`config.mk`:
```
export PLATFORM = sky130hd
export DESIGN_NAME = sketch_fifo_top
export DESIGN_NICKNAME = d
export VERILOG_FILES = /design/src/sketch_pkg.sv /design/src/packet_ingress.sv /design/src/flow_hash.sv /design/src/record_store.sv /design/src/record_egress.sv /design/src/sketch_fifo_top.sv
export SDC_FILE = /design/constraint.sdc
export NUM_CORES = 2
export LEC_CHECK = 0
export BUFFER_PORTS_ARGS = -buffer_cell sky130_fd_sc_hd__buf_2
export CAP_MARGIN = 10
export CORE_UTILIZATION = 42
export CTS_CLUSTER_DIAMETER = 200
export DETAILED_ROUTE_END_ITERATION = 10
export PLACE_DENSITY = 0.68
export SKIP_LAST_GASP = 1
export SLEW_MARGIN = 20
export SYNTH_ARGS = -nofsm -noshare
export SYNTH_HDL_FRONTEND = slang
export SYNTH_SLANG_ARGS = --single-unit
```
`constraint.sdc`:
```
create_clock -name clk -period 8.3 [get_ports clk]
set_clock_uncertainty 0.05 [all_clocks]
set_input_delay 0 -clock clk [delete_from_list [all_inputs] [get_ports clk]]
set_output_delay 0 -clock clk [all_outputs]
set_load 0.05 [all_outputs]
```
`src/sketch_pkg.sv`:
```
`default_nettype none

package sketch_pkg;

    ////////////////////////////////////////////////////////////
    // widths with a meaning
    ////////////////////////////////////////////////////////////
    typedef logic [63:0] beat_data_t;
    typedef logic [7:0]  beat_strb_t;
    typedef logic [15:0] byte_count_t;  // saturates at 16'hffff
    typedef logic [15:0] flow_id_t;
    typedef logic [31:0] hash_word_t;   // products and sum, mod 2^32

    typedef struct packed {
        byte_count_t byte_count;  // upper half
        flow_id_t    flow_id;     // lower half
    } sketch_record_t;

    typedef struct packed {
        beat_data_t  key;         // first beat of the packet
        byte_count_t byte_count;
    } pkt_summary_t;

    typedef struct packed {
        beat_data_t data;
        beat_strb_t strb;
        logic       last;
    } stream_beat_t;

    // 2-universal hash multipliers, low and high key half
    localparam hash_word_t HASH_A = 32'h9e3779b1;
    localparam hash_word_t HASH_B = 32'h85ebca6b;

    typedef enum logic {
        IDLE,
        IN_PACKET
    } ingress_state_t;

endpackage

`default_nettype wire

```
`src/packet_ingress.sv`:
```
`timescale 1ns/1ps
`default_nettype none

module packet_ingress
(
    input  wire                           clk,
    input  wire                           memreset,
    input  wire sketch_pkg::stream_beat_t s_beat,
    input  wire                           s_valid,
    output logic                          s_ready,
    input  wire                           almost_full,
    output sketch_pkg::pkt_summary_t      summary,
    output logic                          summary_valid
);

    sketch_pkg::ingress_state_t state;
    sketch_pkg::beat_data_t     key_q;
    sketch_pkg::byte_count_t    count_q;
    sketch_pkg::byte_count_t    count_base;
    sketch_pkg::byte_count_t    count_next;
    logic [3:0]                 beat_bytes;
    logic [16:0]                count_sum;   // one spare bit for saturation
    logic                       accept;

    assign s_ready = ~almost_full;  // store keeps room for the pipeline
    assign accept  = s_valid & s_ready;

    ////////////////////////////////////////////////////////////
    // byte counting
    ////////////////////////////////////////////////////////////
    assign beat_bytes = 4'($countones(s_beat.strb));

    always_comb
    begin
        // a new packet starts counting from zero
        count_base = (state == sketch_pkg::IDLE) ? '0 : count_q;
        count_sum  = {1'b0, count_base} + 17'(beat_bytes);
        count_next = count_sum[16] ? 16'hffff : count_sum[15:0];
    end

    ////////////////////////////////////////////////////////////
    // packet FSM
    ////////////////////////////////////////////////////////////
    always_ff @(posedge clk)
    begin
        if (memreset)
        begin
            state         <= sketch_pkg::IDLE;
            summary_valid <= 1'b0;
        end
        else
        begin
            summary_valid <= accept & s_beat.last;  // one-cycle strobe
            if (accept)
            begin
                if (s_beat.last)
                    state <= sketch_pkg::IDLE;
                else
                    state <= sketch_pkg::IN_PACKET;
            end
        end
    end

    // key and count, payload only
    always_ff @(posedge clk)
    begin
        if (accept)
        begin
            count_q <= count_next;
            if (state == sketch_pkg::IDLE)
                key_q <= s_beat.data;  // first beat is the flow key
        end
    end

    assign summary.key        = key_q;
    assign summary.byte_count = count_q;

endmodule

`default_nettype wire

```
`src/flow_hash.sv`:
```
`timescale 1ns/1ps
`default_nettype none

module flow_hash
(
    input  wire                           clk,
    input  wire                           memreset,
    input  wire sketch_pkg::pkt_summary_t summary,
    input  wire                           summary_valid,
    output sketch_pkg::sketch_record_t    record_in,
    output logic                          record_in_valid
);

    sketch_pkg::hash_word_t  prod_lo;
    sketch_pkg::hash_word_t  prod_hi;
    sketch_pkg::byte_count_t count_s1;
    logic                    s1_valid;
    sketch_pkg::hash_word_t  hash_sum;

    ////////////////////////////////////////////////////////////
    // stage 1, the two products
    ////////////////////////////////////////////////////////////
    always_ff @(posedge clk)
    begin
        prod_lo  <= summary.key[31:0]  * sketch_pkg::HASH_A;  // mod 2^32
        prod_hi  <= summary.key[63:32] * sketch_pkg::HASH_B;
        count_s1 <= summary.byte_count;
    end

    ////////////////////////////////////////////////////////////
    // stage 2, sum and fold to 16 bits
    ////////////////////////////////////////////////////////////
    assign hash_sum = prod_lo + prod_hi;

    always_ff @(posedge clk)
    begin
        record_in.byte_count <= count_s1;
        record_in.flow_id    <= hash_sum[31:16] ^ hash_sum[15:0];
    end

    // valid bits, one per stage
    always_ff @(posedge clk)
    begin
        if (memreset)
        begin
            s1_valid        <= 1'b0;
            record_in_valid <= 1'b0;
        end
        else
        begin
            s1_valid        <= summary_valid;
            record_in_valid <= s1_valid;
        end
    end

endmodule

`default_nettype wire

```
`src/record_store.sv`:
```
`timescale 1ns/1ps
`default_nettype none

module record_store
#(
    parameter int RECORD_DEPTH   = 16,
    parameter int INFLIGHT_SLOTS = 3
)
(
    input  wire                             clk,
    input  wire                             memreset,
    input  wire sketch_pkg::sketch_record_t record_in,
    input  wire                             record_in_valid,
    output logic                            almost_full,
    output sketch_pkg::sketch_record_t      head_record,
    output logic                            head_valid,
    input  wire                             pop
);

    localparam int PTR_W = (RECORD_DEPTH > 1) ? $clog2(RECORD_DEPTH) : 1;

    localparam logic [PTR_W-1:0] LAST_IDX   = (PTR_W)'(RECORD_DEPTH - 1);
    localparam logic [PTR_W:0]   FULL_LEVEL = (PTR_W + 1)'(RECORD_DEPTH);
    localparam logic [PTR_W:0]   AF_LEVEL   = (PTR_W + 1)'(RECORD_DEPTH - INFLIGHT_SLOTS);

    sketch_pkg::sketch_record_t mem [RECORD_DEPTH];
    logic [PTR_W-1:0]           wr_ptr;
    logic [PTR_W-1:0]           rd_ptr;
    logic [PTR_W:0]             level;   // fill level, 0 to RECORD_DEPTH

    ////////////////////////////////////////////////////////////
    // storage
    ////////////////////////////////////////////////////////////
    always_ff @(posedge clk)
    begin
        if (record_in_valid)
            mem[wr_ptr] <= record_in;
    end

    assign head_record = mem[rd_ptr];
    assign head_valid  = (level != '0);
    assign almost_full = (level >= AF_LEVEL);

    ////////////////////////////////////////////////////////////
    // pointers and level
    ////////////////////////////////////////////////////////////
    always_ff @(posedge clk)
    begin
        if (memreset)
        begin
            wr_ptr <= '0;
            rd_ptr <= '0;
            level  <= '0;
        end
        else
        begin
            if (record_in_valid)
                wr_ptr <= (wr_ptr == LAST_IDX) ? '0 : wr_ptr + 1'b1;
            if (pop)
                rd_ptr <= (rd_ptr == LAST_IDX) ? '0 : rd_ptr + 1'b1;

            case ({record_in_valid, pop})
                2'b10:   level <= level + 1'b1;
                2'b01:   level <= level - 1'b1;
                default: level <= level;  // both or neither
            endcase
        end
    end

    ////////////////////////////////////////////////////////////
    // checks
    ////////////////////////////////////////////////////////////
    // ingress must have stopped early enough for the pipeline to drain
    a_no_write_full: assert property (
        @(posedge clk) disable iff (memreset)
        record_in_valid |-> (level != FULL_LEVEL)
    ) else $error("record_store: write while full");

    a_no_pop_empty: assert property (
        @(posedge clk) disable iff (memreset)
        pop |-> head_valid
    ) else $error("record_store: pop while empty");

endmodule

`default_nettype wire

```
`src/record_egress.sv`:
```
`timescale 1ns/1ps
`default_nettype none

module record_egress
(
    input  wire                             clk,
    input  wire                             memreset,
    input  wire sketch_pkg::sketch_record_t head_record,
    input  wire                             head_valid,
    output logic                            pop,
    output sketch_pkg::sketch_record_t      m_record,
    output logic                            m_valid,
    input  wire                             m_ready
);

    logic take;

    assign take = m_valid & m_ready;
    // refill when empty or when the current record leaves this cycle
    assign pop  = head_valid & (~m_valid | m_ready);

    ////////////////////////////////////////////////////////////
    // output register
    ////////////////////////////////////////////////////////////
    always_ff @(posedge clk)
    begin
        if (memreset)
            m_valid <= 1'b0;
        else if (pop)
            m_valid <= 1'b1;
        else if (take)
            m_valid <= 1'b0;
    end

    always_ff @(posedge clk)
    begin
        if (pop)
            m_record <= head_record;
    end

    // a stalled record must not change under the consumer
    a_hold_stable: assert property (
        @(posedge clk) disable iff (memreset)
        (m_valid && !m_ready) |=> (m_valid && $stable(m_record))
    ) else $error("record_egress: m_record changed while stalled");

endmodule

`default_nettype wire

```
`src/sketch_fifo_top.sv`:
```
`timescale 1ns/1ps
`default_nettype none

module sketch_fifo_top
#(
    parameter int RECORD_DEPTH   = 16,
    parameter int INFLIGHT_SLOTS = 3   // summary reg plus two hash stages
)
(
    input  wire                           clk,
    input  wire                           memreset,
    input  wire sketch_pkg::stream_beat_t s_beat,
    input  wire                           s_valid,
    output logic                          s_ready,
    output sketch_pkg::sketch_record_t    m_record,
    output logic                          m_valid,
    input  wire                           m_ready
);

    sketch_pkg::pkt_summary_t   summary;
    logic                       summary_valid;
    sketch_pkg::sketch_record_t record_in;
    logic                       record_in_valid;
    logic                       almost_full;
    sketch_pkg::sketch_record_t head_record;
    logic                       head_valid;
    logic                       pop;

    ////////////////////////////////////////////////////////////
    // ingress -> hash -> store -> egress
    ////////////////////////////////////////////////////////////
    packet_ingress u_packet_ingress (
        .clk           (clk),
        .memreset      (memreset),
        .s_beat        (s_beat),
        .s_valid       (s_valid),
        .s_ready       (s_ready),
        .almost_full   (almost_full),
        .summary       (summary),
        .summary_valid (summary_valid)
    );

    flow_hash u_flow_hash (
        .clk             (clk),
        .memreset        (memreset),
        .summary         (summary),
        .summary_valid   (summary_valid),
        .record_in       (record_in),
        .record_in_valid (record_in_valid)
    );

    record_store #(
        .RECORD_DEPTH   (RECORD_DEPTH),
        .INFLIGHT_SLOTS (INFLIGHT_SLOTS)
    ) u_record_store (
        .clk             (clk),
        .memreset        (memreset),
        .record_in       (record_in),
        .record_in_valid (record_in_valid),
        .almost_full     (almost_full),
        .head_record     (head_record),
        .head_valid      (head_valid),
        .pop             (pop)
    );

    record_egress u_record_egress (
        .clk         (clk),
        .memreset    (memreset),
        .head_record (head_record),
        .head_valid  (head_valid),
        .pop         (pop),
        .m_record    (m_record),
        .m_valid     (m_valid),
        .m_ready     (m_ready)
    );

endmodule

`default_nettype wire

```
; Yosys cells after proc, flatten, opt, wreduce, memory -nomap -nowiden
; Memories as Yosys holds them, arrays and structs flattened. A register that Yosys moved wholly into a read port is not among the register bits.
; Index checks and enable logic that the tools add are counted.
[totals]
regBits = 210
latchBits = 0
ramBits = 512
rom_bits = 0
input_bits = 77
output_inout_bits = 34
elab_cells = 58
mem_count = 1
[classes]
n_addsub = 13
multipliers = 2
div = 0
order_cmp = 1
n_eq_ne = 4
shifts = 0
mux = 9
bitwise_logic = 9
reduce_logical = 4
[memory_table]
columns = memory, words, width, rd, rd_clocked_by_memory_dff, wr, line
row1 = u_record_store.mem, 16, 32, 1, 1, 1, record_store.sv:26  ; sketch_pkg::sketch_record_t mem [RECORD_DEPTH];
[op_table]
columns = cell, count
row1 = $mul A32 B32 Y32 const B, 2
row2 = $add A32 B32 Y32, 1
row3 = $add A16 B4 Y17, 1
row4 = $mux W16, 1
row5 = $xor A16 B16 Y16, 1
row6 = $add A4 B4 Y4, 3
row7 = $pmux W5 S2, 1
row8 = $add A1 B1 Y2, 4
row9 = $add A4 B1 Y4 const B, 2
row10 = $eq A4 B4 Y1 const B, 2
row11 = $mux W4, 2
row12 = $add A5 B1 Y5 const B, 1
row13 = $ge A5 B4 Y1 const B, 1
row14 = $mux W1, 5
row15 = $reduce_bool A5 Y1, 1
row16 = $sub A5 B1 Y5 const B, 1
row17 = $and A1 B1 Y1, 4
row18 = $reduce_bool A2 Y1, 2
row19 = $not A1 Y1, 3
row20 = $eq A2 B1 Y1 const B, 1
row21 = $eq A2 B2 Y1 const B, 1
row22 = $reduce_and A2 Y1, 1
row23 = $or A1 B1 Y1, 1

; Depth between registers and ports, before layout
[logic_depth]
ltp_word = 5
depth_mapped = 25
ltp_nobuf = 25

; Modules after synthesis
; A second synthesis with hierarchy kept.
[hier_totals]
hier_cells = 3252
hier_area_um2 = 46110.5
[by_module_without_submodules]
columns = module, instances, cells_each, area_each_um2, seq_area_each_um2
row1 = flow_hash, 1, 2128, 21829.7, 2282.2
row2 = record_store, 1, 903, 20098.0, 15715.1
row3 = packet_ingress, 1, 184, 3166.8, 2442.3
row4 = record_egress, 1, 37, 1016.0, 980.9

; Worst setup path after synthesis
; Ideal clock, no wire load.
[synth_timing]
path_type = reg2reg
startpoint = register u_packet_ingress.key_q[37]
endpoint = register u_flow_hash.prod_hi[29]
setup_time_ps = 134
arrival_ps = 6594
required_time_ps = 8116
slack_ps = 1522
path_stages_with_launch = 23
n_path_buf = 1
synth_period_minus_slack_ps = 6778
cell_sequence = edfxtp_1 -> inv_1 -> fa_1 -> fa_1 -> fa_1 -> inv_1 -> ha_1 -> fa_1 -> fa_1 -> fa_1 -> inv_1 -> fa_1 -> inv_1 -> ha_1 -> buf_6 -> and3_1 -> a221o_1 -> a211oi_2 -> o21bai_1 -> or3_1 -> a41oi_2 -> nor4_1 -> or4_1
[synth_via]
elab_chain_cells = 1
[synth_lines]
columns = element, line
row1 = "start, declared", packet_ingress.sv:17  ; sketch_pkg::beat_data_t key_q;
row2 = "start signal, assigned", packet_ingress.sv:71  ; key_q <= s_beat.data;
row3 = $mul A32 B32 Y32, flow_hash.sv:26  ; prod_hi <= summary.key[63:32] * sketch_pkg::HASH_B;
row4 = "end signal, assigned", flow_hash.sv:26
row5 = "end, declared", flow_hash.sv:15  ; sketch_pkg::hash_word_t prod_hi;
; No other way between the ends.
; A chain may end at the register's enable or synchronous reset.

; Worst setup path in the final report
[layout_timing]
startpoint = register u_packet_ingress.key_q[35]
endpoint = register u_flow_hash.prod_hi[29]
; The elaborated chain is that of the path after synthesis.

==> impl.org <==
** Clock network
- The clock tree synthesis step divided the H-tree into 3 levels.
- Clock slew seen by the registers of the worst setup and hold paths :: 0.07 ns
- Counting along the longest clock path gives a buffer depth of 3.
- In this run, CTS created clock tree buffers numbering between 70 and 80.
- Post-CTS Resized :: 0
- The tree built by TritonCTS fans out to 754 sinks.
- In this run the clock root is driven by a sky130_fd_sc_hd__clkbuf_16.
- TritonCTS clock tree :: done
- Clock latency at the later pin of the worst-skew pair :: 0.68 ns

** Detailed routing
- Residual DRC :: 0
- In the routed layout, each cell is associated on average with a via count of 5.06.
- Routed wire per std cell :: 20.5 µm
- Count of vias placed by the detailed router :: 25.1k
- Final routed wirelength across all metal layers :: 101000 µm
- Detail Route Antenna Nets :: 0
- Violation count after the first detailed-routing iteration :: 1493
- The first detailed-routing pass took 5 iterations.

** Timing
- Across all hold checks on the routed design, the worst slack comes to about 0.035 ns.
- Dividing the final minimum period by the clock period gives 86.8%.
- Worst relative slew slack :: between 30% and 40%
- The worst path needs around 7 ns of the cycle, external delays included.
- Setup violations remaining at the end of the flow were counted as 0.
- For this run, the top clock speed supported by timing is around 140 MHz.
- Actual slew at the worst max-slew pin :: 0.903 ns
- Total count of hold-check failures in the final report :: 0
- Setup repair after global routing left no endpoint under its margin.
- Final max-slew violation count :: 0
- Adding up every negative setup slack in the final design gives 0 ns.

** Finish
- Signed area change from the synthesized netlist to the final layout :: 13.4%
- Measured on the finished design, the core utilization comes to 48.3%.
- Number of filler cells placed in the layout :: 9297
- The top cell types in the final layout, fill and taps aside, are 722 x sky130_fd_sc_hd__inv_1, 624 x sky130_fd_sc_hd__edfxtp_1, 424 x sky130_fd_sc_hd__fa_1, 415 x sky130_fd_sc_hd__ha_1, 160 x sky130_fd_sc_hd__mux4_2.
- The number of antenna diodes in the final layout is 0.
- The multi-input combinational cells in the finished layout cover a total of 0.0217 mm².
- Number of nets in the final layout :: around 4.4k
- The post-route netlist has about an eighth of its cells at a drive strength greater than 1.
- After routing the design area is 0.0521 mm².
- Across the whole layout, storage elements account for 0.0214 mm².
- The library cell used most frequently in the layout, excluding fill and tap cells, is sky130_fd_sc_hd__inv_1.

** Setup path
- Setup slack, reg-to-reg :: 1.10 ns
- Worst Setup Start Kind :: flip-flop
- Critical path required time :: 8.78 ns
- WS Path Type :: flip-flop to flip-flop
- Critical path arrival :: 7.68 ns
- The worst setup path is captured at a flip-flop.
- Biggest fanout along the worst timing path :: 9

** Synthesis
- Top FF cell, synth :: sky130_fd_sc_hd__edfxtp_1
- Post-synthesis register bit count :: around 750
- Count of synthesis-stage warnings from yosys :: 0
- Synth unique cells :: 65
- For this run, the register share of the synthesized area comes to 46.5%.
- Net count after synthesis :: 4110
- After synthesis the cells add up to 0.0459 mm².
- After technology mapping, the gate count stands at 3194.
- Yosys mapped a number of flops with a built-in enable equal to 624.
- Post-synthesis average cell area :: around 14 µm²
- Asr flop ratio synth :: 0%

** Floorplan
- Core area :: about 0.11 mm²
- Overall die area :: 0.111 mm²
- Pin placement for this block handled 111 I/O pins.
- Die Wd :: between 300 and 400 µm
- Die extent in y :: 333 µm
- Once the floorplan was initialized, standard cells occupied 42.6% of the core.
- Number of placement rows :: 120

** GRT
- For this run the aggregate overflow at the end of global routing stands at 0.
- Entering global routing, the biggest net connects 56 pins.
- Number of global-route vias before repair :: approximately 27k
- Global routing used 18.9% of the available tracks across all layers.
- The first global-routing pass estimated approximately 160000 µm of wire.
- The number of antenna violations at the first check in global routing is 3.

** Flow run
- Max Cap Viol :: 0

** Hold path
- In this run the worst hold path is classified as input port to flip-flop.

** Place
- The wire-length estimate of the detail-placed layout is approximately 72000 µm.
- RD Place Congestion :: 0.900
- Post-DP Area :: 0.0483 mm²
- Number of buffers added on ports :: 110

** Outcome
- Result of the run :: completed
## registers in the layout, indices dropped and copies added (netlist names)
register,flops
u_record_egress.m_valid,1
u_record_store.wr_ptr,4
u_flow_hash.record_in_valid,1
u_flow_hash.count_s1,16
u_record_store.mem,512
u_flow_hash.s1_valid,1
u_record_store.level,5
u_record_egress.m_record,32
u_packet_ingress.key_q,64
u_packet_ingress.count_q,16
u_packet_ingress.summary_valid,1
u_packet_ingress.state,1
u_flow_hash.prod_lo,32
u_flow_hash.record_in,32
u_record_store.rd_ptr,4
u_flow_hash.prod_hi,32
## through the flow
stage,setup slack [ns],cells
after CTS,1.11,4956
after detailed placement,1.11,4688
after global placement,1.19,4687
after floorplan,1.52,3194
after global routing,0.828,4956
final,1.10,4956
## cell families (layout without fill, tap and decap cells)
| kind of cell | Yosys count | count (layout) | synth area share [%] |
|---|---|---|---|
| AO/OA/AOI/OAI | 249 | 249 | 3.55 |
| XOR/XNOR | 173 | 173 | 3.30 |
| adder cells (fa/ha/maj) | 839 | 839 | 29.8 |
| buffers and inverters | 770 | 1129 | 6.31 |
| flip-flops | 754 | 754 | 46.5 |
| multiplexers | 167 | 167 | 8.00 |
| AND/OR/NAND/NOR | 242 | 242 | 2.61 |
## worst max-delay path, stage by stage (launching register included)
cell	delay [ns]
sky130_fd_sc_hd__edfxtp_1	0.57
sky130_fd_sc_hd__inv_1	0.19
sky130_fd_sc_hd__fa_1	0.48
sky130_fd_sc_hd__fa_1	0.53
sky130_fd_sc_hd__fa_1	0.53
sky130_fd_sc_hd__inv_1	0.04
sky130_fd_sc_hd__ha_1	0.20
sky130_fd_sc_hd__fa_1	0.47
sky130_fd_sc_hd__fa_1	0.50
sky130_fd_sc_hd__fa_1	0.49
sky130_fd_sc_hd__inv_1	0.05
sky130_fd_sc_hd__fa_1	0.48
sky130_fd_sc_hd__inv_1	0.04
sky130_fd_sc_hd__ha_1	0.37
sky130_fd_sc_hd__and3_1	0.22
sky130_fd_sc_hd__a221o_1	0.36
sky130_fd_sc_hd__a211oi_2	0.23
sky130_fd_sc_hd__o21bai_1	0.11
sky130_fd_sc_hd__or3_1	0.32
sky130_fd_sc_hd__a41oi_2	0.25
sky130_fd_sc_hd__nor4_1	0.09
sky130_fd_sc_hd__or4_1	0.52
## cell type report
cell class,instances,area share [%]
clock buffers,113,4.25
clock inverters,32,0.565
inverters,722,5.20
multi-input cells,1670,41.7
flip-flops and latches,754,41.0
well taps,1403,3.37
repair buffers,262,3.88
## final timing paths
kind,start,end,cells past startpoint
min,s_beat[10],u_packet_ingress.key_q[1],2
max,u_packet_ingress.key_q[35],u_flow_hash.prod_hi[29],21
max reg2reg,u_packet_ingress.key_q[35],u_flow_hash.prod_hi[29],21
min reg2reg,u_flow_hash.count_s1[4],u_flow_hash.record_in[20],0
## layer usage
metal / vias up / track usage (%) / routed length, µm
met3: 111 / 2.61 / 4460
met4: 0 / 3.95 / 1650
li1: 11514 / - / -
met5: - / 0 / 0
met1: 12855 / 24.5 / 42700
met2: 573 / 33.6 / 52600
## timing repair
item | 4_1_cts | 5_1_grt
hold endpoints to repair | 92 | 0
hold buffers | 123 | 0
setup buffers | 0 | 0
## synthesized netlist by cell type (all sizes together) (14+ instances only)
| cell | instances | area, µm² |
|---|---|---|
| a21o | 31 | 233 |
| o21bai | 14 | 105 |
| inv | 722 | 2710 |
| fa | 424 | 8490 |
| a211oi | 16 | 125 |
| nand2 | 56 | 210 |
| nor3 | 16 | 80.1 |
| xnor2 | 135 | 1180 |
| edfxtp | 624 | 18700 |
| dfxtp | 130 | 2600 |
| a21oi | 77 | 385 |
| nand3 | 17 | 85.1 |
| mux4 | 160 | 3600 |
| ha | 415 | 5190 |
| xor2 | 38 | 333 |
| nor2 | 59 | 221 |
| clkbuf | 28 | 105 |
| o21ai | 46 | 241 |
| buf | 20 | 82.6 |
| and2 | 25 | 156 |
Power is not shown: default switching activity piles up to over one toggle a cycle in this logic, so the estimate is an artifact.
